## config.mk

```make
export PLATFORM = sky130hd
export DESIGN_NAME = decode_stage
export DESIGN_NICKNAME = d
export VERILOG_FILES = /design/src/cpu_pkg.sv /design/src/decode_stage.sv
export SDC_FILE = /design/constraint.sdc
export NUM_CORES = 1
export LEC_CHECK = 0
export BUFFER_PORTS_ARGS = -buffer_cell sky130_fd_sc_hd__buf_2
export CORE_MARGIN = 4
export CORE_UTILIZATION = 55
export DETAILED_ROUTE_END_ITERATION = 7
export MAX_ROUTING_LAYER = met4
export PLACE_DENSITY = 0.81
export SYNTH_ARGS = -nofsm -noshare
export SYNTH_HDL_FRONTEND = slang
export SYNTH_SLANG_ARGS = --single-unit
```

## constraint.sdc

```tcl
create_clock -name clk_i -period 2.5 [get_ports clk_i]
set_input_delay 0.5 -clock clk_i [delete_from_list [all_inputs] [get_ports clk_i]]
set_output_delay 0.5 -clock clk_i [all_outputs]
set_load 0.03 [all_outputs]
```

## src/cpu_pkg.sv

```systemverilog
package cpu_pkg;

	localparam int DATA_W  = 16;
	localparam int REG_AW  = 4;
	localparam int IMEM_AW = 8;
	localparam int DMEM_AW = 8;

	// opcode sits in the top nibble of every instruction
	localparam logic [3:0] OP_ADD    = 4'b0000;
	localparam logic [3:0] OP_SUB    = 4'b0001;
	localparam logic [3:0] OP_RED    = 4'b0010;
	localparam logic [3:0] OP_XOR    = 4'b0011;
	localparam logic [3:0] OP_SLL    = 4'b0100;
	localparam logic [3:0] OP_SRA    = 4'b0101;
	localparam logic [3:0] OP_ROR    = 4'b0110;
	localparam logic [3:0] OP_PADDSB = 4'b0111;
	localparam logic [3:0] OP_LW     = 4'b1000;
	localparam logic [3:0] OP_SW     = 4'b1001;
	localparam logic [3:0] OP_LHB    = 4'b1010;
	localparam logic [3:0] OP_LLB    = 4'b1011;
	localparam logic [3:0] OP_B      = 4'b1100;
	localparam logic [3:0] OP_BR     = 4'b1101;
	localparam logic [3:0] OP_PCS    = 4'b1110;
	localparam logic [3:0] OP_HLT    = 4'b1111;

	localparam logic [2:0] CC_NE = 3'b000;
	localparam logic [2:0] CC_EQ = 3'b001;
	localparam logic [2:0] CC_GT = 3'b010;
	localparam logic [2:0] CC_LT = 3'b011;
	localparam logic [2:0] CC_GE = 3'b100;
	localparam logic [2:0] CC_LE = 3'b101;
	localparam logic [2:0] CC_OV = 3'b110;
	localparam logic [2:0] CC_UN = 3'b111;

	localparam logic [1:0] FWD_NONE = 2'b00;
	localparam logic [1:0] FWD_WB   = 2'b01;
	localparam logic [1:0] FWD_MEM  = 2'b10;

	localparam int FLAG_Z = 0;
	localparam int FLAG_V = 1;
	localparam int FLAG_N = 2;

	// RED r0,r0,r0 has no effect at all, so it fills IF/ID when it is empty
	localparam logic [DATA_W-1:0] NOP_INSTR = 16'h2000;
	// a real ADD to r0 always carries ccode 000, so this marks an ID/EX bubble
	localparam logic [2:0] BUBBLE_CC = CC_UN;

	function automatic logic writes_reg(input logic [3:0] op);
		return !(op == OP_SW || op == OP_B || op == OP_BR || op == OP_HLT);
	endfunction

	// LLB and LHB read the old value of rd through the rs port
	function automatic logic [REG_AW-1:0] src_rs(input logic [DATA_W-1:0] instr);
		if (instr[15:12] == OP_LLB || instr[15:12] == OP_LHB) begin
			return instr[11:8];
		end
		return instr[7:4];
	endfunction

	function automatic logic [REG_AW-1:0] src_rt(input logic [DATA_W-1:0] instr);
		if (instr[15:12] == OP_LW || instr[15:12] == OP_SW) begin
			return instr[11:8];
		end
		return instr[3:0];
	endfunction

endpackage

```

## src/decode_stage.sv

```systemverilog
`timescale 1ns/1ns

module decode_stage (
	input  logic                         clk_i,
	input  logic                         arst_n_i,
	input  logic                         stall_i,
	input  logic                         flush_i,
	input  logic [cpu_pkg::DATA_W-1:0]   instr_i,
	input  logic [cpu_pkg::DATA_W-1:0]   pc_plus2_i,
	input  logic                         wb_en_i,
	input  logic [cpu_pkg::REG_AW-1:0]   wb_reg_i,
	input  logic [cpu_pkg::DATA_W-1:0]   wb_data_i,
	output logic [3:0]                   op_o,
	output logic [cpu_pkg::REG_AW-1:0]   rd_o,
	output logic [cpu_pkg::REG_AW-1:0]   rs_o,
	output logic [cpu_pkg::REG_AW-1:0]   rt_o,
	output logic [cpu_pkg::DATA_W-1:0]   a_o,
	output logic [cpu_pkg::DATA_W-1:0]   b_o,
	output logic [cpu_pkg::DATA_W-1:0]   imm_o,
	output logic [2:0]                   ccode_o,
	output logic [cpu_pkg::DATA_W-1:0]   pc_plus2_o
);

	logic [cpu_pkg::DATA_W-1:0] rf [2**cpu_pkg::REG_AW];
	logic [3:0]                 op;
	logic [cpu_pkg::REG_AW-1:0] rs;
	logic [cpu_pkg::REG_AW-1:0] rt;
	logic [cpu_pkg::DATA_W-1:0] imm;
	logic                       bubble;

	assign op     = instr_i[15:12];
	assign rs     = cpu_pkg::src_rs(instr_i);
	assign rt     = cpu_pkg::src_rt(instr_i);
	assign bubble = stall_i || flush_i;

	always_ff @(posedge clk_i or negedge arst_n_i) begin
		if (!arst_n_i) begin
			for (int i = 0; i < 2**cpu_pkg::REG_AW; i++) begin
				rf[i] <= '0;
			end
		end else if (wb_en_i && wb_reg_i != '0) begin
			rf[wb_reg_i] <= wb_data_i;
		end
	end

	// a write in this cycle is passed straight to the read ports
	function automatic logic [cpu_pkg::DATA_W-1:0] read_reg(input logic [cpu_pkg::REG_AW-1:0] idx);
		if (idx == '0) begin
			return '0;
		end
		if (wb_en_i && wb_reg_i == idx) begin
			return wb_data_i;
		end
		return rf[idx];
	endfunction

	always_comb begin
		case (op)
			cpu_pkg::OP_LLB, cpu_pkg::OP_LHB: imm = {8'h00, instr_i[7:0]};
			cpu_pkg::OP_B:                    imm = {{7{instr_i[8]}}, instr_i[8:0]};
			default:                          imm = {{12{instr_i[3]}}, instr_i[3:0]};
		endcase
	end

	always_ff @(posedge clk_i or negedge arst_n_i) begin
		if (!arst_n_i) begin
			op_o    <= cpu_pkg::OP_ADD;
			rd_o    <= '0;
			rs_o    <= '0;
			rt_o    <= '0;
			ccode_o <= cpu_pkg::BUBBLE_CC;
		end else begin
			op_o    <= bubble ? cpu_pkg::OP_ADD : op;
			rd_o    <= bubble ? '0 : instr_i[11:8];
			rs_o    <= bubble ? '0 : rs;
			rt_o    <= bubble ? '0 : rt;
			ccode_o <= bubble ? cpu_pkg::BUBBLE_CC : instr_i[11:9];
		end
	end

	always_ff @(posedge clk_i) begin
		a_o        <= read_reg(rs);
		b_o        <= read_reg(rt);
		imm_o      <= imm;
		pc_plus2_o <= pc_plus2_i;
	end

endmodule

```

# ---- Word-level counts from Yosys, hierarchy flattened
# Cells that the tools add are included.
dict set report classes {
  n_reduce_logical 11
  muxes 35
  eq_ne 7
  order_cmp 4
  bitwise 3
}
# op count
set op_table {}
lappend op_table {{$bwmux 256} 1}
lappend op_table {{$mux 16} 13}
lappend op_table {{$bmux 16 s4} 2}
lappend op_table {{$demux 16 s4} 1}
lappend op_table {{$mux 4} 8}
lappend op_table {{$pmux 16 s2} 1}
lappend op_table {{$eq 4x4->1 const B} 5}
lappend op_table {{$ge 5x5->1 const B} 3}
lappend op_table {{$not 4->5} 3}
lappend op_table {{$eq 4x4->1} 2}
lappend op_table {{$logic_not 4->1} 2}
lappend op_table {{$mux 1} 8}
lappend op_table {{$lt 5x1->1 const B} 1}
lappend op_table {{$logic_and 1x1->1} 4}
lappend op_table {{$reduce_bool 4->1} 1}
lappend op_table {{$logic_or 1x1->1} 3}
lappend op_table {{$mux 3} 1}
lappend op_table {{$reduce_or 2->1} 1}
dict set report word_totals {
  wordCells 85
  input_bits 57
  regBits 339
}

# ---- Logic depth before layout (Yosys ltp)
# Gate-level depths: netlist (run 1).
dict set report depth {
  depth_word 10
  ltp_mapped 11
  mapped_depth_nobuf 6
}

# ---- Least setup slack after synthesis (run 1)
# No wires, ideal clock.
dict set report synth_timing {
  path_type {input to register}
  start {in instr_i[13] (netlist name)}
  end {reg b_o[10] (netlist name)}
  path_buffers 4
  setup_time_ps 137
  arrival_time_ps 2425
  slack_ps -61
  path_stages 10
  t_required_ps 2363
  path_cell_list {buf_6 -> or3b_1 -> buf_2 -> buf_6 -> mux2i_1 -> buf_2 -> mux4_2 -> o21a_1 -> o221ai_1 -> a31oi_1}
}
dict set report synth_via {
  elab_chain_len 10
}
# item line_no
set synth_rtl {}
lappend synth_rtl {{from (decl)} decode_stage.sv:8} ;# input logic [cpu_pkg::DATA_W-1:0] instr_i,
lappend synth_rtl {{$eq 4x4->1} cpu_pkg.sv:61} ;# if (instr[15:12] == OP_LW || instr[15:12] == OP_SW) begin
lappend synth_rtl {{$logic_or 1x1->1 *} cpu_pkg.sv:61}
lappend synth_rtl {{$mux 1 *} cpu_pkg.sv:61}
lappend synth_rtl {{$mux 4 *} cpu_pkg.sv:64} ;# return instr[3:0];
lappend synth_rtl {{$not 4->5 (not written as such) or $eq 4x4->1 (tied branches)} {decode_stage.sv:54, decode_stage.sv:51}}
lappend synth_rtl {{$bmux 16 s4 or $logic_and 1x1->1 (tied branches)} {decode_stage.sv:54, decode_stage.sv:51}}
lappend synth_rtl {{$mux 16 (not written as such) or $mux 1 (tied branches) (2 in a row)} {decode_stage.sv:54, decode_stage.sv:51}}
lappend synth_rtl {{$mux 16} decode_stage.sv:54} ;# return rf[idx];
lappend synth_rtl {{$mux 16 *} decode_stage.sv:51} ;# if (wb_en_i && wb_reg_i == idx) begin
lappend synth_rtl {{to (signal assigned)} decode_stage.sv:83} ;# b_o <= read_reg(rt);
lappend synth_rtl {{to (decl)} decode_stage.sv:18} ;# output logic [cpu_pkg::DATA_W-1:0] b_o,
# Mark *: on every way between the ends. The rest lies on a longest branch, timed or not. The select of a mux whose other input is x is not followed.
# A chain may end at the register's enable or synchronous reset.

# ---- Final worst setup path (run 1)
dict set report layout_timing {
  start {in instr_i[14] (netlist name)}
  end {reg a_o[4] (netlist name)}
}
dict set report layout_via {
  elab_chain_len 10
}
# item line_no
set layout_rtl {}
lappend layout_rtl {{$eq 4x4->1} cpu_pkg.sv:54} ;# if (instr[15:12] == OP_LLB || instr[15:12] == OP_LHB) begin
lappend layout_rtl {{$logic_or 1x1->1 *} cpu_pkg.sv:54}
lappend layout_rtl {{$mux 1 *} cpu_pkg.sv:54}
lappend layout_rtl {{$mux 4 *} cpu_pkg.sv:57} ;# return instr[7:4];
lappend layout_rtl {{$not 4->5 (not written as such) or $eq 4x4->1 (tied branches)} {decode_stage.sv:54, decode_stage.sv:51}}
lappend layout_rtl {{$bmux 16 s4 or $logic_and 1x1->1 (tied branches)} {decode_stage.sv:54, decode_stage.sv:51}}
lappend layout_rtl {{$mux 16 (not written as such) or $mux 1 (tied branches) (2 in a row)} {decode_stage.sv:54, decode_stage.sv:51}}
lappend layout_rtl {{$mux 16} decode_stage.sv:54}
lappend layout_rtl {{$mux 16 *} decode_stage.sv:51}
lappend layout_rtl {{to (signal assigned)} decode_stage.sv:82} ;# a_o <= read_reg(rs);
lappend layout_rtl {{to (decl)} decode_stage.sv:17} ;# output logic [cpu_pkg::DATA_W-1:0] a_o,
# Marks and branches as above.

==> results of run 1 <==
[cells in the final DEF, fill, tap and decap left out, drive strengths merged, types with 3 or more instances in the layout]
master | synthesis | layout
a211oi | 28 | 28
o21a | 14 | 14
buf | 49 | 303
nand2b | 6 | 6
dfstp | 3 | 3
o21ai | 92 | 92
o311ai | 14 | 14
mux2 | 247 | 247
dfxtp | 57 | 57
nor2b | 31 | 31
clkinv | 0 | 11
or3b | 7 | 7
and2 | 23 | 23
dfrtp | 272 | 272
a21oi | 43 | 43
nor3 | 5 | 5
inv | 4 | 5
nand3 | 27 | 27
nor2 | 98 | 98
nor3b | 3 | 3
a31oi | 74 | 74
mux2i | 158 | 158
xnor2 | 4 | 4
o221ai | 40 | 40
or3 | 7 | 7
nand2 | 199 | 199
bufinv | 0 | 4
clkbuf | 126 | 50
o22ai | 17 | 17
a2111oi | 16 | 16
mux4 | 31 | 31
nand4 | 4 | 4
[cell type report]
| type | instances | area (um2) | area share, % |
|---|---|---|---|
| multi-input cells | 1206 | 9320 | 43.2 |
| flip-flops and latches | 332 | 8030 | 37.2 |
| repair buffers | 304 | 2370 | 11.0 |
| clock buffers | 50 | 1070 | 4.95 |
| well taps | 442 | 553 | 2.57 |
| clock inverters | 18 | 203 | 0.940 |
| inverters | 4 | 15.0 | 0.0697 |
| diodes | 2 | 5.00 | 0.0232 |
[power by group]
| group | internal [mW] | leakage (nW) | switching [mW] |
|---|---|---|---|
| clock | 3.42 | 0.628 | 2.24 |
| sequential | 6.42 | 3.89 | 1.01 |
| combinational | 2.00 | 4.96 | 2.09 |
[state kept, by name (all words and copies together), names as in the netlist]
name	cells
a_o	16
b_o	16
ccode_o	3
imm_o	9
op_o	4
pc_plus2_o	16
rd_o	4
rf	256
rs_o	4
rt_o	4
[worst max path at each step]
stage / from / endpoint / slack (ns) / cells past startpoint
after floorplan: instr_i[13] / b_o[14] / 0.005 / 9
after global placement: instr_i[14] / a_o[0] / -0.52 / 8
after detailed placement: instr_i[14] / a_o[0] / -0.46 / 8
after CTS: instr_i[14] / a_o[0] / 0.06 / 8
after global routing: instr_i[14] / a_o[0] / 0.03 / 8
final: instr_i[14] / a_o[4] / 0.06 / 9
[synthesized netlist by cell type, types with 27 or more instances]
| cell type | n |
|---|---|
| dfrtp_1 | 272 |
| mux2_2 | 246 |
| nand2_1 | 199 |
| mux2i_1 | 155 |
| clkbuf_1 | 126 |
| nor2_1 | 98 |
| o21ai_0 | 85 |
| a31oi_1 | 74 |
| dfxtp_1 | 57 |
| a21oi_1 | 43 |
| o221ai_1 | 40 |
| mux4_2 | 31 |
| nor2b_1 | 31 |
| a211oi_1 | 28 |
| nand3_1 | 27 |
[cells by family (layout without fill, tap and decap cells)]
family | Yosys count | after routing | share of synthesized area (%)
multiplexers | 436 | 436 | 28.2
buffers and inverters | 179 | 376 | 4.14
other | 0 | 2 | 0
AND/OR/NAND/NOR | 419 | 419 | 10.4
flip-flops | 332 | 332 | 44.5
AO/OA/AOI/OAI | 345 | 345 | 12.4
XOR/XNOR | 6 | 6 | 0.292
[what timing repair did]
| action | 4_1_cts | 5_1_grt |
|---|---|---|
| resized for setup | 0 | 2 |
| endpoints found under the hold margin | 57 | 0 |
| setup buffers | 0 | 2 |
| endpoints found under the setup margin | 0 | 3 |
| hold buffers | 1 | 0 |
[per-stage QoR]
stage	power, mW	setup TNS (ns)
6_report	17.2	0
5_1_grt	17.9	0
4_1_cts	17.1	0
3_5_place_dp	11.4	-7.51
3_3_place_gp	11.2	-7.34
2_1_floorplan	9.93	0
[per-layer routing]
| metal | up-vias | GRT usage (%) |
|---|---|---|
| met3 | 277 | 6.82 |
| met4 | 0 | 17.1 |
| met2 | 1100 | 50.6 |
| li1 | 6612 | - |
| met5 | - | - |
| met1 | 7641 | 40.4 |
==> impl_metrics.ini, run 1 <==
[status]
status = completed

[critical_path]
r2r_end = a_o[6]
cp_slowest_cell = o311ai_0
ff2ff_path_depth = 4
reg2reg_from = rf[22]
crit_buf_inv = 3
cpLargestDelayFamily = compound AO/OA/AOI/OAI gates
crit_chain = buf_2 > nand3b_1 > mux2i_4 > buf_12 > buf_4 > mux4_2 > and2_1 > o311ai_0 > a31oi_1
critPathLaunchType = input pin
path_class = in -> reg
cp.required_ns = 2.88
end_kind = flop
r2r_setup_slack_ns = 0.41
cp.arrival_ns = 2.82
worstPathMaxFanout = 10
crit_path_max_incr_delay_ns = 0.68

[floorplan]
num_rows = 66
chipHeight_um = 189
dieArea_mm2 = 0.0357
die_w_um = 189
placeableCoreArea_mm2 = 0.0325
start_util_pct = 55.5
ios = 140

[synth]
ys_warn_count = 0
ys_seq_area_share_pct = 44.5
syn_area_per_cell_um2 = 10.5
netlist_instances = 1717
yosys-top-cells-area = dfrtp_1 38%, mux2_2 15%, mux2i_1 8.6%, dfxtp_1 6.3%, nand2_1 4.1%
synth_top_area_share_pct = 37.8
syn-num-nets = 1774
synth_edf_count = 0
synth-async-reset-ratio_pct = 82.8
synth-seq-cells = 332
synth.distinct_cells = 54
syn_area_mm2 = 0.0180
synthFlopType = dfrtp_1
synth_top_area_cell = dfrtp_1

[clock_tree]
clk_latency_ns = 0.53
clock_sinks = 332
cts_tree = yes
cts_buffers = 37
clk_pin_slew_ns = 0.06
cts_max_level = 2
cts_max_path_buffers = 3
cts_root_buffer = clkbuf_16

[timing]
rsz0062_at_grt = false
final_max_slew_viol_count = 0
timing.final.crit_share_pct = 97.6
tightest_slew_ns = 0.819
period_minus_slack_ns = 2.44
fin_skew_ns = 0.0173
setup_slack_ns = 0.0596
whs_ns = 0.0769
max_freq_mhz = 410
hold_violations = 0
setup_viol = 0
slew_headroom_pct = 44.7

[layout]
final_cells = 2358
drive_above_1_share_pct = 34.9
fill_cells = 2386
utilization_pct = 66.4
design_area_mm2 = 0.0216
final_nets = 1942
area_growth_pct = 19.6

[global_route]
overflow = 0
grt_pass1_vias = 15882
antenna_found_initial = 2
grt_max_degree = 66
grt_pass1_wl_um = 89400
grt_util_all_layers_pct = 32.6

[route]
drc = 0
drt-total-wl_um = 57500
vias_per_cell = 6.63
wl_met1_um = 21500
wl_met3_um = 5970
drtIter0Drc = 2016
vias = 15630
wl_per_cell_um = 24.4
wl_met2_um = 26700
top_layer = met4
final_antenna_net_count = 0
dr.pass1.iters = 6

[min_path]
hold_depth = 1
hp-start = pc_plus2_i[3]
hp-class = in -> reg
whs_endpoint = pc_plus2_o[3]

[pwr]
p_leak_nw = 9.48
p_per_area_mw_per_mm2 = 797
peakVddDrop_mv = 0.413

[place]
postPlaceCellArea_mm2 = 0.0203
post-place-cells = 2285
place_congestion = 1.01
io_buffers = 139
dp_hpwl_um = 38800
dp_slack_ns = -0.464

[job]
max_cap_violations = 0
Power figures use the tool's default switching activity.
==> run 2: changes to the inputs <==
- CORE_UTILIZATION: 55 -> 35
- PLACE_DENSITY: 0.81 -> 0.58
==> run 2 against run 1 <==
Net effect:
- clock-buffer cell count is 12 higher
- clock skew is 0.018 ns higher
- combinational power is 2% lower
- die area is 54% higher
- cell area is 1.1% higher
- critical endpoint is now b_o[15]
- global-route usage is 12 points lower
- clock power is 4.1% higher
- register-to-register slack better by 0.18 ns
- non-clock buffer count is 14 lower
- sequential share of layout area is 0.40 points lower
- hold slack worse by 0.035 ns
- utilization is 23 points lower
==> impl_metrics.ini, run 2 (synthesis gave the netlist of run 1 again) <==
[critical_path]
worstPathMaxFanout = 23
end_kind = flop
path_class = in -> reg
cpLargestDelayFamily = compound AO/OA/AOI/OAI gates
crit_path_max_incr_delay_ns = 0.64
critPathLaunchType = input pin
crit_chain = buf_2 > or3b_2 > buf_4 > mux2_2 > buf_12 > nand2_1 > a21oi_1 > a2111oi_1 > a31oi_1
cp.required_ns = 2.95
crit_buf_inv = 3
cp.arrival_ns = 2.88
cp_slowest_cell = a2111oi_1

[pwr]
internal-power_mw = 11.9
p_leak_nw = 9.44
p_switching_mw = 5.42
report.power.total_mw = 17.3
p_clk_share_pct = 34.0
p_per_area_mw_per_mm2 = 795
peakVddDrop_mv = 0.461
p_comb_share_pct = 23.2
swShare_pct = 31.3
seq_power_share_pct = 42.8

[floorplan]
num_rows = 82
chipHeight_um = 235
dieArea_mm2 = 0.0552
start_util_pct = 35.6
die_w_um = 235
placeableCoreArea_mm2 = 0.0506
ios = 140

[timing]
fin_skew_ns = 0.0351
rsz0062_at_grt = false
hold_violations = 0
final_max_slew_viol_count = 0
timing.final.crit_share_pct = 97.5
tightest_slew_ns = 0.705
slew_headroom_pct = 52.9
setup_viol = 0
period_minus_slack_ns = 2.44
max_freq_mhz = 410

[clock_tree]
post_cts_buffers = 0
cts_buffers = 41
cts_tree = yes
cts_max_path_buffers = 3
clk_latency_ns = 0.59
clk_pin_slew_ns = 0.06
cts_max_level = 2
clock_sinks = 332
cts_root_buffer = clkbuf_16

[job]
max_cap_violations = 0

[place]
dp_hpwl_um = 41200
io_buffers = 139
postPlaceCellArea_mm2 = 0.0204
place_congestion = 0.883
post-place-cells = 2503

[layout]
final_cells = 2577
top_register = rf
drive_above_1_share_pct = 34.3
largest_register_ffs = 256
fill_cells = 4764
final_common_cell = dfrtp_1
design_area_mm2 = 0.0218
area_growth_pct = 20.9
mostFrequentLayoutCells = 272 x dfrtp_1, 246 x mux2_2, 199 x nand2_1, 150 x mux2i_1, 135 x buf_2
diodes = 0
final_nets = 1932

[global_route]
antenna_found_initial = 0
grt_pass1_vias = 14745
grt_util_all_layers_pct = 20.9
overflow = 0
grt_max_degree = 62
grt_pass1_wl_um = 89800

[route]
vias = 14628
drc = 0
dr.pass1.iters = 5
final_antenna_net_count = 0
drtIter0Drc = 1188
wl_per_cell_um = 22.5
drt-total-wl_um = 57900
vias_per_cell = 5.68

[status]
status = completed

[min_path]
hp-class = in -> reg
[run 2: area by class of cell]
cell class	count	area, um2	area share [%]
clock buffers	62	1190	5.44
clock inverters	11	138	0.632
inverters	4	15.0	0.0689
multi-input cells	1206	9330	42.8
flip-flops and latches	332	8030	36.8
well taps	672	841	3.86
repair buffers	290	2250	10.3
[run 2: worst paths after layout]
check | startpoint | endpoint | slack [ns] | cells after the start
setup / recovery | instr_i[15] | b_o[15] | 0.06 | 9
min in group asynchronous | arst_n_i | op_o[0] | 0.43 | 2
max in group asynchronous | arst_n_i | rf[194] | 1.31 | 3
hold reg to reg | rf[252] | rf[252] | 0.40 | 0
hold / removal | pc_plus2_i[11] | pc_plus2_o[11] | 0.04 | 1
setup reg to reg | rf[110] | a_o[14] | 0.59 | 5
[run 2: repair_timing]
item / in CTS / in global routing
resized for setup: 1 / 1
setup endpoints to repair: 1 / 1
hold endpoints to repair: 43 / 0
hold buffers: 1 / 0
[run 2: power by group through the flow]
stage	clock (mW)	combinational [mW]	sequential, mW
after global placement	0	3.90	7.41
after global routing	6.26	4.37	7.54
final	5.90	4.02	7.41
after CTS	6.06	4.01	7.37
after detailed placement	0	3.99	7.46
after floorplan	0	2.51	7.42
[run 2: through the flow]
step	setup slack (ns)	hold slack, ns	setup TNS [ns]	util (%)
floorplan	0.00517	0.204	0	-
global placement	-0.576	0.390	-7.03	40.4
detailed placement	-0.631	0.390	-8.67	40.4
CTS	0.129	0.00964	0	43.1
global route	0.0136	0.0203	0	43.1
finish	0.0634	0.0417	0	43.1
[run 2: per-layer routing]
layer  vias up  wire (um)  GRT usage (%)
met1      7342      25300           27.6
met5         -          0              -
met2       570      27000           32.6
li1       6588          -              -
met3       128       3770           3.59
met4         0       1890           7.57
==> run 3: changes to the inputs <==
- CELL_PAD_IN_SITES_DETAIL_PLACEMENT: unset -> 1
- CELL_PAD_IN_SITES_GLOBAL_PLACEMENT: unset -> 2
- CORE_UTILIZATION: 35 -> 43
- PLACE_DENSITY: 0.58 -> 0.93
==> run 3 against run 2 <==
Net effect:
- highest routed layer unchanged
- clock skew fell by 0.021 ns
- utilization rose by 10 points
- first-iteration DRC count rose by 12%
- total power rose by 2.6%
- die area fell by 18%
- critical endpoint is now b_o[10]
- largest power group unchanged
==> impl_metrics.ini, run 3 (synthesis gave the netlist of run 1 again) <==
[status]
status = completed

[timing]
finalSetupTns_ns = 0
final_max_slew_viol_count = 0
slew_headroom_pct = 60.4
rsz0062_at_grt = false
timing.final.crit_share_pct = 95.0
setup_slack_ns = 0.126
whs_ns = 0.0444
setup_viol = 0
hold_violations = 0
max_freq_mhz = 421
period_minus_slack_ns = 2.37
tightest_slew_ns = 0.587
fin_skew_ns = 0.0140

[layout]
fill_cells = 4397
mostFrequentLayoutCells = 272 x dfrtp_1, 246 x mux2_2, 199 x nand2_1, 152 x buf_4, 150 x mux2i_1
top_register = rf
drive_above_1_share_pct = 35.5
regArea_mm2 = 0.00803
multi_input_area_mm2 = 0.00933
area_growth_pct = 21.9
final_nets = 1967
design_area_mm2 = 0.0220
largest_register_ffs = 256
final_common_cell = dfrtp_1

[pwr]
p_per_area_mw_per_mm2 = 809
p_leak_nw = 9.62
report.power.total_mw = 17.8
peakVddDrop_mv = 0.381

[place]
dp_slack_ns = -0.374
dp_hpwl_um = 45200
postPlaceCellArea_mm2 = 0.0206
place_congestion = 0.931
io_buffers = 139

[min_path]
hp-class = in -> reg

[route]
vias_per_cell = 6.25
drt-total-wl_um = 66700
wl_per_cell_um = 26.9
drtIter0Drc = 1334
vias = 15477
drc = 0
dr.pass1.iters = 5
final_antenna_net_count = 0

[critical_path]
cp.arrival_ns = 2.86
worstPathMaxFanout = 23
cp_slowest_cell = or3b_2
crit_path_max_incr_delay_ns = 0.61
path_common_cell = buf_12
path_class = in -> reg
end_kind = flop
critPathLaunchType = input pin
cp.required_ns = 2.98
crit_chain = buf_2 > or3b_2 > buf_12 > mux2i_4 > buf_12 > buf_12 > nand2_1 > a31oi_1 > o221ai_1 > a31oi_1

[floorplan]
num_rows = 74
dieArea_mm2 = 0.0453
die_w_um = 213
start_util_pct = 43.8
ios = 140
chipHeight_um = 213
placeableCoreArea_mm2 = 0.0411

[clock_tree]
cts_max_level = 2
cts_max_path_buffers = 3
cts_root_buffer = clkbuf_16
cts_resized = 0
clk_pin_slew_ns = 0.06
cts_buffers = 40
clock_sinks = 332
cts_tree = yes
clk_latency_ns = 0.56

[job]
max_cap_violations = 0

[global_route]
grt_max_degree = 55
grt_pass1_vias = 16541
antenna_found_initial = 3
grt_pass1_wl_um = 101000
grt_util_all_layers_pct = 30.0
overflow = 0
-- run 3: cell count changes in the layout (fill, tap and decap cells not counted), sizes merged --
cell and delta:
buf +36, diode +4, inv -2, bufinv +2, clkbuf +4, clkinv -5
-- run 3: worst paths after layout --
kind	start	to	slack, ns	depth (start not counted)
max in group asynchronous	arst_n_i	rf[164]	1.20	3
min in group asynchronous	arst_n_i	rf[63]	0.47	2
worst max register to register	rf[75]	a_o[11]	0.52	5
worst min register to register	rf[251]	rf[251]	0.41	0
worst max-delay path	instr_i[14]	b_o[10]	0.13	10
worst min-delay path	pc_plus2_i[6]	pc_plus2_o[6]	0.04	1
-- run 3: through the flow --
stage	cells	util [%]
floorplan	1717	-
global placement	2399	50.1
detailed placement	2399	50.1
CTS	2472	53.4
global route	2475	53.5
finish	2476	53.5
-- run 3: critical path: cells and delay by family --
kind	cells	cell delay, ns
multiplexers	1	0.37
AND/OR/NAND/NOR	2	0.68
buffers and inverters	4	0.68
AO/OA/AOI/OAI	3	0.61
-- run 3: metal layers --
layer  part of all wire [%]  vias to the layer above  global-route usage (%)
met4                    4.6                        0                    13.3
met2                     48                      555                    48.0
li1                       -                     6685                       -
met1                     41                     8038                    37.4
met3                    6.5                      199                    5.63
met5                      0                        -                       -
-- run 3: repair_timing --
action                                 CTS  global route
setup buffers                            0             0
endpoints found under the hold margin   46             0
hold buffers                             1             0
-- run 3: cell type report --
type | instances | share of cell area [%]
antenna | 4 | 0.0455
clock buffer | 66 | 5.55
clock inverter | 6 | 0.592
inverter | 4 | 0.0683
multi-input combinational | 1206 | 42.4
sequential | 332 | 36.5
tap | 532 | 3.03
timing repair buffer | 326 | 11.8
-- run 3: where the power goes --
part / total, mW / internal [mW] / switching, mW
Combinational: 4.23 / 2.04 / 2.19
Clock: 6.08 / 3.73 / 2.35
Sequential: 7.46 / 6.42 / 1.04
Total: 17.8 / 12.2 / 5.59
