--- config.mk ---
export PLATFORM = sky130hd
export DESIGN_NAME = execute_stage
export DESIGN_NICKNAME = d
export VERILOG_FILES = /design/src/cpu_pkg.sv /design/src/alu_compute.sv /design/src/execute_stage.sv
export SDC_FILE = /design/constraint.sdc
export NUM_CORES = 1
export LEC_CHECK = 0
export ABC_AREA = 1
export BUFFER_PORTS_ARGS = -buffer_cell sky130_fd_sc_hd__buf_2
export CELL_PAD_IN_SITES_DETAIL_PLACEMENT = 0
export CELL_PAD_IN_SITES_GLOBAL_PLACEMENT = 1
export CORE_ASPECT_RATIO = 0.9
export CORE_MARGIN = 2
export CORE_UTILIZATION = 43
export CTS_CLUSTER_SIZE = 8
export DETAILED_ROUTE_END_ITERATION = 12
export PLACE_DENSITY = 0.95
export SLEW_MARGIN = 20
export SYNTH_ARGS = -nofsm -noshare
export SYNTH_HDL_FRONTEND = slang
export SYNTH_SLANG_ARGS = --single-unit
--- constraint.sdc ---
create_clock -name clk_i -period 7.5 [get_ports clk_i]
set_input_delay 1.875 -clock clk_i [delete_from_list [all_inputs] [get_ports clk_i]]
set_output_delay 1.875 -clock clk_i [all_outputs]
set_load 0.01 [all_outputs]
--- src/cpu_pkg.sv ---
package cpu_pkg;

	localparam int DATA_W  = 16;
	localparam int REG_AW  = 4;
	localparam int IMEM_AW = 8;
	localparam int DMEM_AW = 8;

	// opcode sits in the top nibble of every instruction
	localparam logic [3:0] OP_ADD    = 4'b0000;
	localparam logic [3:0] OP_SUB    = 4'b0001;
	localparam logic [3:0] OP_RED    = 4'b0010;
	localparam logic [3:0] OP_XOR    = 4'b0011;
	localparam logic [3:0] OP_SLL    = 4'b0100;
	localparam logic [3:0] OP_SRA    = 4'b0101;
	localparam logic [3:0] OP_ROR    = 4'b0110;
	localparam logic [3:0] OP_PADDSB = 4'b0111;
	localparam logic [3:0] OP_LW     = 4'b1000;
	localparam logic [3:0] OP_SW     = 4'b1001;
	localparam logic [3:0] OP_LHB    = 4'b1010;
	localparam logic [3:0] OP_LLB    = 4'b1011;
	localparam logic [3:0] OP_B      = 4'b1100;
	localparam logic [3:0] OP_BR     = 4'b1101;
	localparam logic [3:0] OP_PCS    = 4'b1110;
	localparam logic [3:0] OP_HLT    = 4'b1111;

	localparam logic [2:0] CC_NE = 3'b000;
	localparam logic [2:0] CC_EQ = 3'b001;
	localparam logic [2:0] CC_GT = 3'b010;
	localparam logic [2:0] CC_LT = 3'b011;
	localparam logic [2:0] CC_GE = 3'b100;
	localparam logic [2:0] CC_LE = 3'b101;
	localparam logic [2:0] CC_OV = 3'b110;
	localparam logic [2:0] CC_UN = 3'b111;

	localparam logic [1:0] FWD_NONE = 2'b00;
	localparam logic [1:0] FWD_WB   = 2'b01;
	localparam logic [1:0] FWD_MEM  = 2'b10;

	localparam int FLAG_Z = 0;
	localparam int FLAG_V = 1;
	localparam int FLAG_N = 2;

	// RED r0,r0,r0 has no effect at all, so it fills IF/ID when it is empty
	localparam logic [DATA_W-1:0] NOP_INSTR = 16'h2000;
	// a real ADD to r0 always carries ccode 000, so this marks an ID/EX bubble
	localparam logic [2:0] BUBBLE_CC = CC_UN;

	function automatic logic writes_reg(input logic [3:0] op);
		return !(op == OP_SW || op == OP_B || op == OP_BR || op == OP_HLT);
	endfunction

	// LLB and LHB read the old value of rd through the rs port
	function automatic logic [REG_AW-1:0] src_rs(input logic [DATA_W-1:0] instr);
		if (instr[15:12] == OP_LLB || instr[15:12] == OP_LHB) begin
			return instr[11:8];
		end
		return instr[7:4];
	endfunction

	function automatic logic [REG_AW-1:0] src_rt(input logic [DATA_W-1:0] instr);
		if (instr[15:12] == OP_LW || instr[15:12] == OP_SW) begin
			return instr[11:8];
		end
		return instr[3:0];
	endfunction

endpackage

--- src/alu_compute.sv ---
`timescale 1ns/1ns

module alu_compute (
	input  logic [cpu_pkg::DATA_W-1:0] a_i,
	input  logic [cpu_pkg::DATA_W-1:0] b_i,
	input  logic [cpu_pkg::DATA_W-1:0] imm_i,
	input  logic [3:0]                 op_i,
	output logic [cpu_pkg::DATA_W-1:0] result_o,
	output logic [cpu_pkg::DATA_W-1:0] addr_o,
	output logic [2:0]                 flags_o
);

	logic [cpu_pkg::DATA_W-1:0]   sum;
	logic [cpu_pkg::DATA_W-1:0]   diff;
	logic                         sum_ovf;
	logic                         diff_ovf;
	logic [cpu_pkg::DATA_W-1:0]   red;
	logic [cpu_pkg::DATA_W-1:0]   paddsb;
	logic [4:0]                   lane;
	logic [2*cpu_pkg::DATA_W-1:0] ror_full;

	function automatic logic [15:0] sat16(input logic [15:0] raw, input logic ovf, input logic neg);
		if (!ovf) begin
			return raw;
		end
		return neg ? 16'h8000 : 16'h7fff;
	endfunction

	assign sum      = a_i + b_i;
	assign diff     = a_i - b_i;
	assign sum_ovf  = a_i[15] == b_i[15] && sum[15] != a_i[15];
	assign diff_ovf = a_i[15] != b_i[15] && diff[15] != a_i[15];

	assign red = {{8{a_i[7]}}, a_i[7:0]} + {{8{a_i[15]}}, a_i[15:8]} +
		{{8{b_i[7]}}, b_i[7:0]} + {{8{b_i[15]}}, b_i[15:8]};

	// each nibble saturates on its own
	always_comb begin
		lane = '0;
		for (int i = 0; i < 4; i++) begin
			lane = {a_i[4*i+3], a_i[4*i +: 4]} + {b_i[4*i+3], b_i[4*i +: 4]};
			paddsb[4*i +: 4] = (lane[4] != lane[3]) ? (lane[4] ? 4'h8 : 4'h7) : lane[3:0];
		end
	end

	assign ror_full = {a_i, a_i} >> imm_i[3:0];
	// word aligned base plus the offset scaled to bytes
	assign addr_o   = {a_i[15:1], 1'b0} + {imm_i[14:0], 1'b0};

	always_comb begin
		case (op_i)
			cpu_pkg::OP_ADD:    result_o = sat16(sum, sum_ovf, a_i[15]);
			cpu_pkg::OP_SUB:    result_o = sat16(diff, diff_ovf, a_i[15]);
			cpu_pkg::OP_RED:    result_o = red;
			cpu_pkg::OP_XOR:    result_o = a_i ^ b_i;
			cpu_pkg::OP_SLL:    result_o = a_i << imm_i[3:0];
			cpu_pkg::OP_SRA:    result_o = $signed(a_i) >>> imm_i[3:0];
			cpu_pkg::OP_ROR:    result_o = ror_full[15:0];
			cpu_pkg::OP_PADDSB: result_o = paddsb;
			cpu_pkg::OP_LW,
			cpu_pkg::OP_SW:     result_o = addr_o;
			cpu_pkg::OP_LLB:    result_o = {a_i[15:8], imm_i[7:0]};
			cpu_pkg::OP_LHB:    result_o = {imm_i[7:0], a_i[7:0]};
			default:            result_o = a_i;
		endcase
		flags_o[cpu_pkg::FLAG_Z] = result_o == '0;
		flags_o[cpu_pkg::FLAG_N] = result_o[15];
		flags_o[cpu_pkg::FLAG_V] = (op_i == cpu_pkg::OP_ADD && sum_ovf) ||
			(op_i == cpu_pkg::OP_SUB && diff_ovf);
	end

endmodule

--- src/execute_stage.sv ---
`timescale 1ns/1ns

module execute_stage (
	input  logic                       clk_i,
	input  logic                       arst_n_i,
	input  logic [3:0]                 op_i,
	input  logic [cpu_pkg::REG_AW-1:0] rd_i,
	input  logic [cpu_pkg::DATA_W-1:0] a_i,
	input  logic [cpu_pkg::DATA_W-1:0] b_i,
	input  logic [cpu_pkg::DATA_W-1:0] imm_i,
	input  logic [2:0]                 ccode_i,
	input  logic [cpu_pkg::DATA_W-1:0] pc_plus2_i,
	input  logic [1:0]                 fwd_a_i,
	input  logic [1:0]                 fwd_b_i,
	input  logic [cpu_pkg::DATA_W-1:0] mem_fwd_i,
	input  logic [cpu_pkg::DATA_W-1:0] wb_fwd_i,
	output logic                       br_taken_o,
	output logic [cpu_pkg::DATA_W-1:0] br_target_o,
	output logic [3:0]                 op_o,
	output logic [cpu_pkg::REG_AW-1:0] rd_o,
	output logic [cpu_pkg::DATA_W-1:0] result_o,
	output logic [cpu_pkg::DATA_W-1:0] store_data_o,
	output logic [cpu_pkg::DATA_W-1:0] addr_o
);

	logic [cpu_pkg::DATA_W-1:0] a_fwd;
	logic [cpu_pkg::DATA_W-1:0] b_fwd;
	logic [cpu_pkg::DATA_W-1:0] alu_result;
	logic [cpu_pkg::DATA_W-1:0] alu_addr;
	logic [2:0]                 alu_flags;
	logic [2:0]                 flags_q;
	logic [2:0]                 flag_we;
	logic                       bubble;
	logic                       cond_ok;
	logic                       z, v, n;

	function automatic logic [15:0] fwd_mux(input logic [1:0] sel, input logic [15:0] reg_val);
		case (sel)
			cpu_pkg::FWD_MEM: return mem_fwd_i;
			cpu_pkg::FWD_WB:  return wb_fwd_i;
			default:          return reg_val;
		endcase
	endfunction

	always_comb begin
		a_fwd = fwd_mux(fwd_a_i, a_i);
		b_fwd = fwd_mux(fwd_b_i, b_i);
	end

	alu_compute u_alu (
		.a_i      (a_fwd),
		.b_i      (b_fwd),
		.imm_i    (imm_i),
		.op_i     (op_i),
		.result_o (alu_result),
		.addr_o   (alu_addr),
		.flags_o  (alu_flags)
	);

	assign bubble = op_i == cpu_pkg::OP_ADD && rd_i == '0 && ccode_i == cpu_pkg::BUBBLE_CC;

	always_comb begin
		flag_we = '0;
		case (op_i)
			cpu_pkg::OP_ADD, cpu_pkg::OP_SUB: flag_we = bubble ? 3'b000 : 3'b111;
			cpu_pkg::OP_XOR, cpu_pkg::OP_SLL,
			cpu_pkg::OP_SRA, cpu_pkg::OP_ROR: flag_we[cpu_pkg::FLAG_Z] = 1'b1;
			default: flag_we = '0;
		endcase
	end

	always_ff @(posedge clk_i or negedge arst_n_i) begin
		if (!arst_n_i) begin
			flags_q <= '0;
		end else begin
			flags_q <= (flag_we & alu_flags) | (~flag_we & flags_q);
		end
	end

	assign z = flags_q[cpu_pkg::FLAG_Z];
	assign v = flags_q[cpu_pkg::FLAG_V];
	assign n = flags_q[cpu_pkg::FLAG_N];

	always_comb begin
		case (ccode_i)
			cpu_pkg::CC_NE: cond_ok = !z;
			cpu_pkg::CC_EQ: cond_ok = z;
			cpu_pkg::CC_GT: cond_ok = !z && !n;
			cpu_pkg::CC_LT: cond_ok = n;
			cpu_pkg::CC_GE: cond_ok = z || !n;
			cpu_pkg::CC_LE: cond_ok = z || n;
			cpu_pkg::CC_OV: cond_ok = v;
			default:        cond_ok = 1'b1;
		endcase
	end

	assign br_taken_o  = (op_i == cpu_pkg::OP_B || op_i == cpu_pkg::OP_BR) && cond_ok;
	// register targets drop bit 0 so fetch stays aligned
	assign br_target_o = (op_i == cpu_pkg::OP_BR) ? {a_fwd[15:1], 1'b0} :
		pc_plus2_i + {imm_i[14:0], 1'b0};

	always_ff @(posedge clk_i or negedge arst_n_i) begin
		if (!arst_n_i) begin
			op_o <= cpu_pkg::OP_ADD;
			rd_o <= '0;
		end else begin
			op_o <= op_i;
			rd_o <= rd_i;
		end
	end

	always_ff @(posedge clk_i) begin
		result_o     <= (op_i == cpu_pkg::OP_PCS) ? pc_plus2_i : alu_result;
		store_data_o <= b_fwd;
		addr_o       <= alu_addr;
	end

endmodule

Word level (Yosys, flattened, before mapping)
Index checks and enable logic that the tools add are counted.
{ "totals": {"ff_bits": 59, "in_bits": 113} }
{ "classes": {"addsub": 11, "n_eq_ne": 33, "n_shift": 3, "muxes": 26, "bitwise_logic": 5, "n_reduce_logical": 21} }
{ "ops": {"columns": ["op", "n"], "rows": [
  ["$pmux W16 S11", 1],
  ["$mux W16", 7],
  ["$add A16 B16 Y16", 4],
  ["$pmux W16 S2", 2],
  ["$mux W4", 8],
  ["$shr A32 B4 Y16", 1],
  ["$eq A4 B4 Y1 const B", 7],
  ["$add A4 B4 Y5", 4],
  ["$eq A4 B3 Y1 const B", 4],
  ["$logic_not A16 Y1", 1],
  ["$shl A16 B4 Y16", 1],
  ["$sshr A16 B4 Y16", 1],
  ["$sub A16 B16 Y16", 1],
  ["$xor A16 B16 Y16", 1],
  ["$eq A3 B3 Y1 const B", 4],
  ["$add A9 B8 Y10", 1],
  ["$add A8 B8 Y9", 1],
  ["$eq A4 B2 Y1 const B", 2],
  ["$logic_and A1 B1 Y1", 8],
  ["$logic_not A4 Y1", 2],
  ["$ne A1 B1 Y1", 7],
  ["$pmux W1 S7", 1],
  ["$and A3 B3 Y3", 2],
  ["$eq A3 B2 Y1 const B", 2],
  ["other kinds (16)", 26]
]} }

Logic depth before layout (Yosys ltp)
Gate-level depths: netlist of the first run.
{ "depth": {"depth_word": 12, "depth_mapped": 36, "mapped_depth_nobuf": 34} }

Cells and area by module
A second synthesis of the first run with hierarchy kept.
{ "unflattened": {"cells_unflattened": 1891, "area_unflattened_um2": 10382.5} }
{ "by_module_without_submodules": {"columns": ["mod", "instances", "cells_each", "area_each_um2", "seq_area_each_um2"], "rows": [
  ["alu_compute", 1, 1409, 7006.7, 0.0],
  ["execute_stage", 1, 482, 3375.7, 1236.2]
]} }

Least setup slack after synthesis of the first run
Ideal clock, no wire load.
{ "synth_path": {"path_kind": "input -> register", "start": "input fwd_b_i[0]", "end": "register (tool-made name)", "setup_ns": 0.065, "t_arrival_ns": 6.436, "required_time_ns": 7.435, "setup_slack_ns": 0.999, "cell_stages": 34, "n_path_buf": 1, "cell_sequence": "inv_1 ha_1 clkbuf_1 inv_1 o21ai_0 inv_1 fa_1 ha_1 inv_1 fa_1 o21ai_0 a21oi_1 o21ai_0 xnor2_1 inv_1 ha_1 nand2_1 inv_1 nand3_1 o21ai_0 nand2_1 nand2_1 nor2_1 nor2_1 nand2_1 nor2_1 nand3_1 nand2_1 nand2_1 inv_1 nand2_1 nor2_1 nand3_1 nand2_1"} }
{ "synth_lines": {"columns": ["element", "line", "text"], "rows": [
  ["from (decl)", "execute_stage.sv:14", "input logic [1:0] fwd_b_i,"]
]} }

==> flow_summary.rst, run 1 <==
.. list-table::
   :header-rows: 1

   * - Metric
     - Value
   * - Run status
     - finished clean
   * - Pre-CTS setup slack
     - around 0.12 ns
   * - Syn_area_per_cell
     - 5.934 sq um
   * - Last weighted congestion value of the routability-driven placer
     - around 1
   * - RSZ-0062 raised after global routing
     - false
   * - Initial antenna violation count
     - 0
   * - Clock tree from TritonCTS
     - built
   * - Sink count of the clock tree
     - 58
   * - Core footprint
     - about 0.023 sq mm
   * - Floorplan die area
     - between 0.02 and 0.03 sq mm
   * - Final period util
     - 0.9422
   * - Maximum number of pins on one net before global-route repair
     - 38
   * - Leak
     - ~6.4 nW
   * - Post-synthesis compound-gate area fraction
     - 0.1491
   * - CP endpoint kind
     - register
   * - DRC violations left
     - 0
   * - Number of antenna repair diodes
     - 0
   * - Slew @ Worst Pin
     - approximately 1.0 ns
   * - Post-Synthesis Cells
     - between 1500 and 2000
   * - Endpoints failing hold
     - 0
   * - Die extent in y
     - about 150 um
   * - Estimated wirelength of the detail-placed design
     - 34740 um
   * - Tightest Hold Check Type
     - register to register
   * - Max IR drop VDD
     - approximately 0.00012 V
   * - Final-report max-slew violation count
     - 0
   * - First-pass iteration count of the detailed router
     - 6
   * - Initial cell density of the core
     - 0.4388
   * - Clock Root Buffer
     - clkbuf_16
   * - Post-cts hold buffer count
     - 0
   * - Post-Syn Nets
     - slightly below 2000
   * - Post-Synth Simple-Gate Area
     - 0.4544
   * - Skew-Pair Late Insertion Delay
     - 0.35 ns
   * - Critical path class
     - primary input to register
   * - Share of Yosys cell area claimed by the top area cell type
     - 0.1889
   * - Maximum count of clock buffers along a single path
     - 2
   * - Number of rows in the core area
     - 53
   * - Crit path launch type
     - primary input
   * - Detailed Route Iter0 Violations
     - 1495
   * - Setup TNS Final
     - 0 ns
   * - Gr ovfl total
     - 0
   * - Clock tree skew after final layout
     - 0 ns
   * - DR vias/cell
     - 5.608
   * - Tmin final
     - ~7 ns
   * - Clock input transition at the sequential cells of the worst setup and hold paths
     - approximately 0.060 ns
   * - Final Setup Violations
     - 0
   * - Growth of design area from synthesis to finish
     - 15.73%
   * - Detail Route Antenna Nets
     - 0
   * - Layout fillers
     - between 2000 and 2500
   * - Biggest area consumer among synthesized cells
     - nand2_1
   * - Layout net count
     - between 2000 and 2500
   * - Mux contribution to synthesized area
     - 0
   * - Sequential-to-total area share from yosys stat
     - 0.1184
   * - Critical Path AT
     - about 7.4 ns
   * - Synthesis-stage register bit count
     - a little under 60
   * - Post-synth cell types
     - around 60
   * - Detailed-route wire length per cell
     - 19.21 um
   * - Largest cells by area after synthesis
     - nand2_1 (19%), ha_1 (9.9%), nand3_1 (9.7%), dfxtp_1 (9.2%), inv_1 (6.9%)
   * - Max incr delay on CP
     - approximately 0.56 ns
   * - Adder and majority gate portion of the synthesized area
     - 0.1338
   * - Total power density per cell area
     - 242.7 mW/mm^2
   * - Required time of the critical path
     - slightly below 8 ns
   * - Number of top-level pins
     - around 190
   * - Worst reg-to-reg setup slack
     - 6.82 ns
   * - Worst slew margin relative to its limit
     - 0.3048
   * - Slowest stage cell on the critical path
     - fa_1
   * - H-Tree Depth
     - 3
   * - Chip Width
     - about 170 um
   * - Xor and xnor area share after synthesis
     - 0.03581
   * - Wire length of the first global-routing pass
     - 63790 um
   * - Buffers added on ports
     - between 150 and 200
   * - Number of enable-type register cells in the synthesized netlist
     - 0
   * - Max Fanout on Critical Path
     - 6
   * - Combinational family with the most area after synthesis
     - simple AND/OR/NAND/NOR gates
   * - Count of vias placed by the detailed router
     - ~12000
   * - Number of clock buffers inserted by TritonCTS
     - 9
   * - YS warnings
     - 0
   * - Setup ws final
     - ~0.43 ns
   * - Most instantiated flip-flop cell in the synthesis netlist
     - dfxtp_1
   * - Ratio of cells with drive above 1 in the final layout
     - 0.1860
   * - Fraction of registers with async set or reset after synthesis
     - 0.1897
   * - Synthesized area
     - ~0.01 sq mm
   * - GRT Total Usage
     - 0.3314
   * - Critical Path Most Common Cell
     - nand3_1
   * - F_max
     - ~140 MHz
   * - Total length of routed wires
     - around 42000 um
   * - Max-cap violation count
     - 0
   * - Number of global-route vias before repair
     - 11130
-- metrics by stage --
stage	hold slack (ns)	std cells	utilization	total power, mW	cell area (sq um)
detailed placement	0.5664	2195	0.4925	2.325	11530
finish	0.5726	2211	0.5078	2.885	11890
floorplan	0.5127	1731	-	1.735	10270
global placement	0.5537	2195	0.4925	2.312	11530
global route	0.6189	2211	0.5078	3.107	11890
CTS	0.5766	2211	0.5075	2.845	11880
-- synth_stat cells (all sizes together), types with 3 or more instances --
| library cell | count |
|---|---|
| fa | 18 |
| buf | 42 |
| dfxtp | 47 |
| a211oi | 5 |
| nor2 | 139 |
| inv | 198 |
| a31oi | 3 |
| or2 | 19 |
| nand2 | 568 |
| nand4 | 22 |
| nand3 | 227 |
| dfrtp | 11 |
| nor3 | 6 |
| nand3b | 8 |
| xnor2 | 15 |
| and2 | 9 |
| xor2 | 27 |
| a221o | 15 |
| ha | 81 |
| clkbuf | 19 |
| o211ai | 7 |
| a21oi | 93 |
| clkinv | 4 |
| o21ai | 120 |
| o22ai | 6 |
| o21bai | 8 |
-- placed cells by master (no fill, tap or decap), types with 11 or more instances in the layout --
| master | count |
|---|---|
| a21oi_1 | 88 |
| a221o_1 | 15 |
| buf_2 | 183 |
| buf_4 | 39 |
| dfrtp_1 | 11 |
| dfxtp_1 | 47 |
| fa_1 | 18 |
| ha_1 | 81 |
| inv_1 | 189 |
| nand2_1 | 517 |
| nand2_2 | 23 |
| nand2_4 | 28 |
| nand3_1 | 200 |
| nand3_2 | 27 |
| nand4_1 | 22 |
| nor2_1 | 134 |
| o21ai_0 | 92 |
| o21ai_1 | 27 |
| or2_4 | 11 |
| xnor2_1 | 15 |
| xor2_1 | 27 |
-- logic make-up (layout without fill, tap and decap cells) --
group	Yosys count	in the layout
AO/OA/AOI/OAI	267	267
XOR/XNOR	42	42
adder cells (fa/ha/maj)	99	99
buffers and inverters	263	441
flip-flops	58	58
other	1	1
AND/OR/NAND/NOR	1001	1001
-- worst max-delay path, delay by kind of cell --
| kind | cells | cell delay (ns) |
|---|---|---|
| simple gates | 14 | 1.99 |
| compound gates | 5 | 1.02 |
| fa+ha+maj | 5 | 1.84 |
| xor+xnor | 1 | 0.10 |
| buf+inv | 6 | 0.51 |
-- worst paths after layout --
path	endpoint	from	cells past startpoint
worst max-delay path	register	fwd_b_i[0]	31
worst min-delay path	register	register	2
worst max register to register	register	register	2
worst min register to register	register	register	2
max in group asynchronous	rd_o[0]	arst_n_i	1
min in group asynchronous	op_o[0]	arst_n_i	1
-- power by group --
group          total (mW)  switching [mW]  internal, mW
Combinational        1.98            1.30         0.676
Sequential          0.393          0.0164         0.377
Clock               0.512           0.184         0.328
Total                2.88            1.50          1.38
-- per-layer routing --
layer | wire (um) | track usage | up-vias
met1 | 18940 | 0.4693 | 5625
met2 | 17870 | 0.4975 | 655
li1 | - | - | 6020
met3 | 4083 | 0.06257 | 100
met5 | 0 | 0 | -
met4 | 1567 | 0.1259 | 0
-- flip-flops by register name, indices dropped and copies added, names as in the netlist, named ones only --
name / cells
addr_o: 15
op_o: 4
rd_o: 4
result_o: 16
store_data_o: 16
-- timing repair --
action,CTS,global route
gates resized for setup,0,3
setup endpoints to repair,0,1
buffers inserted,0,0
-- cell type report --
cell class | count | area, sq um | area share
timing repair buffer | 223 | 1229 | 0.1034
sequential | 58 | 1216 | 0.1023
multi-input combinational | 1410 | 7950 | 0.6688
clock buffer | 9 | 225.2 | 0.01895
tap | 302 | 377.9 | 0.03179
clock inverter | 7 | 125.1 | 0.01053
inverter | 202 | 763.2 | 0.06421
No activity file was read; power rests on OpenSTA's default activity.
==> run 2: changes to the inputs <==
CORE_UTILIZATION = 37   (was 43)
PLACE_DENSITY = 0.87   (was 0.95)
==> run 2 against run 1 <==
Against the previous run: worst setup slack got worse by 0.0057 ns; first-iteration DRC count decreased by 20%; via count decreased by 0.10%; final area increased by 0.71%; sequential share of layout area decreased by 0.072 points; power decreased by 0.87%; non-clock buffer count increased by 7; count of clock-buffer cells in the layout unchanged; combinational power about the same; register-to-register slack got worse by 0.02 ns; sequential power about the same.
==> flow_summary.rst, run 2 (synthesis gave the netlist of run 1 again) <==
.. list-table::
   :header-rows: 1

   * - Metric
     - Value
   * - Reg2reg path depth
     - 2 (unchanged)
   * - Core footprint
     - 0.02717 sq mm (+16%)
   * - Slew @ Worst Pin
     - 1.073 ns (+0.03106 ns)
   * - Post-cts hold buffer count
     - 0 (unchanged)
   * - First-pass iteration count of the detailed router
     - 7 (+1)
   * - Final Setup Violations
     - 0 (unchanged)
   * - Wire length of the first global-routing pass
     - 66470 um (+4.2%)
   * - Post-layout util
     - 0.4405 (-0.06725)
   * - RSZ-0062 raised after global routing
     - false
   * - CP endpoint kind
     - register
   * - H-Tree Depth
     - 3 (unchanged)
   * - Die extent in y
     - 162.1 um (+7.6%)
   * - Detailed Route Iter0 Violations
     - 1191 (-20%)
   * - Crit path from
     - fwd_b_i[0]
   * - Crit path launch type
     - primary input
   * - Maximum count of clock buffers along a single path
     - 2 (unchanged)
   * - Max incr delay on CP
     - 0.50 ns (-0.06 ns)
   * - Gr ovfl total
     - 0 (unchanged)
   * - Maximum number of pins on one net before global-route repair
     - 38 (unchanged)
   * - Final cell area excluding filler cells
     - 0.01197 sq mm (+0.71%)
   * - Pre-CTS setup slack
     - -0.02766 ns (-0.1478 ns)
   * - F_max
     - 141.4 MHz (about the same)
   * - Total power density per cell area
     - 238.9 mW/mm^2 (-1.6%)
   * - Initial antenna violation count
     - 0 (unchanged)
   * - DR vias/cell
     - 5.452 (-2.8%)
   * - Endpoints failing hold
     - 0 (unchanged)
   * - Clock Root Buffer
     - clkbuf_16
   * - Ratio of cells with drive above 1 in the final layout
     - 0.1884 (+0.002452)
   * - Chip Width
     - 179.6 um (+7.6%)
   * - Final-report max-slew violation count
     - 0 (unchanged)
   * - Sink count of the clock tree
     - 58 (unchanged)
   * - GRT Total Usage
     - 0.2968 (-0.03454)
   * - Run status
     - finished clean
   * - Tmin final
     - 7.072 ns (+0.005697 ns)
   * - Worst reg-to-reg setup slack
     - 6.80 ns (-0.02 ns)
   * - Max-cap violation count
     - 0 (unchanged)
   * - Slowest stage cell on the critical path
     - o21ai_0
   * - Worst slew margin relative to its limit
     - 0.2822 (-0.02259)
   * - Max IR drop VDD
     - 0.0001012 V (-18%)
   * - Final period util
     - 0.9430 (about the same)
   * - Number of rows in the core area
     - 57 (+7.5%)
   * - Growth of design area from synthesis to finish
     - 16.54%
   * - Count of vias placed by the detailed router
     - 12390 (-0.10%)
   * - DRC violations left
     - 0 (unchanged)
   * - Estimated wirelength of the detail-placed design
     - 36510 um (+5.1%)
   * - Critical Path Most Common Cell
     - nand2_1
   * - Setup TNS Final
     - 0 ns (unchanged)
   * - Clock input transition at the sequential cells of the worst setup and hold paths
     - 0.07 ns (about the same)
   * - Placed Area
     - 0.01163 sq mm (+0.91%)
   * - Post-layout power
     - 2.860 mW (-0.87%)
   * - Tightest Hold Check Type
     - register to register
   * - Footprint of the multi-input gates
     - 0.007948 sq mm (about the same)
   * - Number of instances in the placed design
     - 2254 (+2.7%)
   * - Total length of routed wires
     - 44510 um (+4.8%)
   * - Layout fillers
     - 3009 (+20%)
   * - Non-filler cells in the finished layout
     - 2272 (+2.8%)
   * - Biggest registers after layout
     - result_o (16), store_data_o (16), addr_o (15)
   * - Buffers added on ports
     - 183 (unchanged)
   * - Setup ws final
     - 0.4277 ns (-0.005697 ns)
   * - Most frequent standard cell in the layout excluding fill and tap cells
     - nand2_1
   * - Skew-Pair Late Insertion Delay
     - 0.35 ns (about the same)
   * - Number of global-route vias before repair
     - 11470 (+3.1%)
   * - Number of top-level pins
     - 186 (unchanged)
   * - Last weighted congestion value of the routability-driven placer
     - 1.027 (+1.3%)
   * - Number of clock buffers inserted by TritonCTS
     - 9 (unchanged)
   * - Clock tree from TritonCTS
     - built
   * - Max Fanout on Critical Path
     - 14 (+8)
   * - Detail Route Antenna Nets
     - 0 (unchanged)
   * - Critical path class
     - primary input to register
   * - Required time of the critical path
     - 7.80 ns (about the same)
   * - Critical Path AT
     - 7.37 ns (about the same)
   * - Clock tree skew after final layout
     - 0 ns (unchanged)
   * - Commonest cells after routing, fill and taps aside
     - nand2_1 (517), nand3_1 (200), inv_1 (189)
   * - Layout net count
     - 2123 (+0.33%)
   * - Initial cell density of the core
     - 0.3780 (-0.06077)
   * - Total area of sequential cells
     - 0.001216 sq mm (unchanged)
   * - Leak
     - 6.447 nW (+0.18%)
   * - Floorplan die area
     - 0.02911 sq mm (+16%)
   * - Min Hold Slack
     - 0.5758 ns (+0.003152 ns)
   * - Detailed-route wire length per cell
     - 19.59 um (+2.0%)
[run 2: cell types whose count changed in the layout (fill, tap and decap cells not counted), sizes merged]
cell	change
clkinvlp	+2
clkinv	-1
diode	+2
bufinv	-1
buf	+7
[run 2: per-layer routing]
layer	global-route usage	up-vias	share of wire
met3	0.04372	76	0.088
met5	0	-	0
met1	0.4167	5698	0.45
li1	-	6031	-
met4	0.09682	0	0.030
met2	0.4669	582	0.43
[run 2: worst min-delay path by stage]
stage / slack, ns / startpoint / cells past startpoint / endpoint
after floorplan: 0.51 / register / 2 / register
after global placement: 0.56 / register / 2 / register
final: 0.58 / register / 2 / register
after global routing: 0.62 / register / 2 / register
after CTS: 0.57 / register / 2 / register
after detailed placement: 0.56 / register / 2 / register
[run 2: area by class of cell]
type | count | area share
Multi-Input combinational cell | 1410 | 0.6640
Timing Repair Buffer | 230 | 0.1060
Sequential cell | 58 | 0.1016
Inverter | 202 | 0.06376
Tap cell | 354 | 0.03700
Clock buffer | 9 | 0.01881
Clock inverter | 7 | 0.008467
Antenna cell | 2 | 0.0004181
[run 2: timing repair]
item / CTS / global route
endpoints found under the setup margin: 0 / 1
gates resized for setup: 0 / 5
setup buffers: 0 / 0
[run 2: critical path, delay by kind of cell]
kind | cells | cell delay (ns)
buffers and inverters | 8 | 1.06
AOI/OAI and AO/OA | 6 | 1.60
and+or+nand+nor | 13 | 1.52
adders and majority gates | 3 | 1.28
[run 2: report_power, final]
part,switching [mW],internal [mW],leakage [nW]
Sequential,0.0162,0.377,0.528
Combinational,1.31,0.677,5.77
Clock,0.186,0.294,0.152
==> run 3: changes to the inputs <==
CELL_PAD_IN_SITES_DETAIL_PLACEMENT = not set   (was 0)
CELL_PAD_IN_SITES_GLOBAL_PLACEMENT = not set   (was 1)
PLACE_DENSITY = 0.66   (was 0.87)
==> run 3 against run 2 <==
Against the previous run: die area stayed put; critical path depth down 2; combinational power barely moved; worst setup slack better by 0.19 ns; highest routed layer unchanged; routed wire length decreased by 0.99%.
==> flow_summary.rst, run 3 (synthesis gave the netlist of run 1 again) <==
.. list-table::
   :header-rows: 1

   * - Metric
     - Value
   * - Met3 track utilization from global routing
     - 0.04978 (+0.006054)
   * - Critical path class
     - primary input to register
   * - Tmin final
     - 6.877 ns (-0.1949 ns)
   * - Setup Buffers After CTS
     - 0 (unchanged)
   * - Clock Root Buffer
     - clkbuf_16
   * - Post-cts gate resize count
     - 0 (unchanged)
   * - Critical Path AT
     - 7.17 ns (-0.20 ns)
   * - DR vias/cell
     - 5.515 (+1.1%)
   * - Ratio of cells with drive above 1 in the final layout
     - 0.1901 (+0.001691)
   * - Detail Route Antenna Nets
     - 0 (unchanged)
   * - CP endpoint kind
     - register
   * - Worst slew margin relative to its limit
     - 0.2358 (-0.04635)
   * - Max Fanout on Critical Path
     - 14 (unchanged)
   * - Initial antenna violation count
     - 1 (+1)
   * - Buffers added on ports
     - 183 (unchanged)
   * - First-pass iteration count of the detailed router
     - 6 (-1)
   * - Gr ovfl total
     - 0 (unchanged)
   * - Number of global-route vias before repair
     - 11500 (+0.24%)
   * - Slew @ Worst Pin
     - 1.145 ns (+0.07223 ns)
   * - Clock tree skew after final layout
     - 0 ns (unchanged)
   * - Number of antenna repair diodes
     - 0 (-2)
   * - Worst reg-to-reg setup slack
     - 6.81 ns (about the same)
   * - GR Layer Usage met2
     - 0.4514 (-0.01550)
   * - Layout fillers
     - 2987 (-0.73%)
   * - GRT met1 Usage
     - 0.4173 (+0.0006088)
   * - Most crowded layer after global routing
     - met2
   * - Max-cap violation count
     - 0 (unchanged)
   * - Core footprint
     - 0.02717 sq mm (unchanged)
   * - GRT Total Usage
     - 0.2938 (-0.002993)
   * - Required time of the critical path
     - 7.79 ns (about the same)
   * - Number of top-level pins
     - 186 (unchanged)
   * - Crit path launch type
     - primary input
   * - Sink count of the clock tree
     - 58 (unchanged)
   * - Detailed Route Iter0 Violations
     - 1388 (+17%)
   * - Skew-Pair Late Insertion Delay
     - 0.35 ns (about the same)
   * - Wire length of the first global-routing pass
     - 66010 um (-0.71%)
   * - Reg2reg path depth
     - 2 (unchanged)
   * - Post-cts hold buffer count
     - 0 (unchanged)
   * - Min Hold Slack
     - 0.5542 ns (-0.02160 ns)
   * - Final cell area excluding filler cells
     - 0.01202 sq mm (+0.40%)
   * - Tightest Hold Check Type
     - register to register
   * - Run status
     - finished clean
   * - Setup TNS Final
     - 0 ns (unchanged)
   * - DRC violations left
     - 0 (unchanged)
   * - H-Tree Depth
     - 3 (unchanged)
   * - Endpoints failing hold
     - 0 (unchanged)
   * - Max IR drop VDD
     - 0.0001030 V (+1.8%)
   * - WHS Path Cells
     - 2 (unchanged)
   * - Last weighted congestion value of the routability-driven placer
     - 1.045 (+1.8%)
   * - Clock input transition at the sequential cells of the worst setup and hold paths
     - 0.06 ns (about the same)
   * - Final period util
     - 0.9170 (-0.02599)
   * - Layout net count
     - 2127 (+0.19%)
   * - Initial cell density of the core
     - 0.3780 (unchanged)
   * - Leak
     - 6.483 nW (+0.56%)
   * - Detailed-route wire length per cell
     - 19.38 um (-1.1%)
   * - Final Setup Violations
     - 0 (unchanged)
   * - Final-report max-slew violation count
     - 0 (unchanged)
   * - Count of vias placed by the detailed router
     - 12540 (+1.2%)
   * - Crit path from
     - fwd_b_i[0]
   * - F_max
     - 145.4 MHz (+2.8%)
   * - Maximum count of clock buffers along a single path
     - 2 (unchanged)
   * - Biggest registers after layout
     - result_o (16), store_data_o (16), addr_o (15)
   * - Clock tree from TritonCTS
     - built
   * - Maximum number of pins on one net before global-route repair
     - 38 (unchanged)
   * - Growth of design area from synthesis to finish
     - 17.01%
   * - Total power density per cell area
     - 240.8 mW/mm^2 (+0.82%)
   * - Most frequent standard cell in the layout excluding fill and tap cells
     - nand2_1
   * - Number of rows in the core area
     - 57 (unchanged)
   * - Floorplan die area
     - 0.02911 sq mm (unchanged)
   * - Placed Area
     - 0.01166 sq mm (+0.26%)
   * - Commonest cells after routing, fill and taps aside
     - nand2_1 (517), nand3_1 (200), inv_1 (189)
   * - Chip Width
     - 179.6 um (unchanged)
   * - Die extent in y
     - 162.1 um (unchanged)
   * - RSZ-0062 raised after global routing
     - false
   * - Estimated wirelength of the detail-placed design
     - 35820 um (-1.9%)
   * - Total length of routed wires
     - 44070 um (-0.99%)
   * - Number of clock buffers inserted by TritonCTS
     - 9 (unchanged)
[run 3: worst max path at each step]
stage / to / slack (ns) / cells past startpoint
after CTS: register / 0.68 / 29
final: register / 0.62 / 28
after global routing: register / 0.17 / 29
after detailed placement: register / 0.32 / 29
after global placement: register / 0.37 / 29
after floorplan: register / 1.0 / 34
[run 3: critical path, cell delays in order]
cell and delay [ns]:
buf_2 0.10, inv_1 0.04, ha_1 0.33, buf_4 0.20, a221o_1 0.28, o21ai_0 0.28
fa_1 0.56, fa_1 0.48, o21ai_0 0.31, a21oi_1 0.12, o21ai_0 0.30, xnor2_1 0.16
inv_1 0.06, ha_1 0.35, nand2_1 0.09, nor2_1 0.14, nand3_1 0.11, nand3_1 0.10
nand2_1 0.07, nand3_1 0.19, nand3_1 0.16, nor2_1 0.15, nand4_1 0.16, nor2_1 0.14
nand2_1 0.06, nor2_1 0.18, nand3_1 0.09, nand2_1 0.07
[run 3: layer usage]
layer  up-vias  routed length [um]
li1       6027                   -
met1      5747               19440
met2       685               18570
met3        81                4561
met4         0                1501
met5         -                   0
[run 3: layout make-up]
class / count / area, sq um / area share
clock buffer: 9 / 225.2 / 0.01874
clock inverter: 7 / 125.1 / 0.01041
inverter: 202 / 763.2 / 0.06351
multi-input combinational: 1410 / 7946 / 0.6612
sequential: 58 / 1216 / 0.1012
tap: 354 / 442.9 / 0.03686
timing repair buffer: 234 / 1299 / 0.1081
[run 3: power breakdown]
group          switching, mW  leakage, nW  internal [mW]
logic                   1.31         5.79          0.680
registers             0.0172        0.528          0.377
clock network          0.182        0.170          0.328
[run 3: through the flow]
step	power, mW	instances	worst slack [ns]	utilization
after global routing	3.117	2274	0.1729	0.4423
after detailed placement	2.342	2258	0.3244	0.4293
after floorplan	1.735	1731	0.9989	-
after global placement	2.322	2258	0.3671	0.4293
after CTS	2.860	2274	0.6805	0.4422
final	2.894	2274	0.6227	0.4423
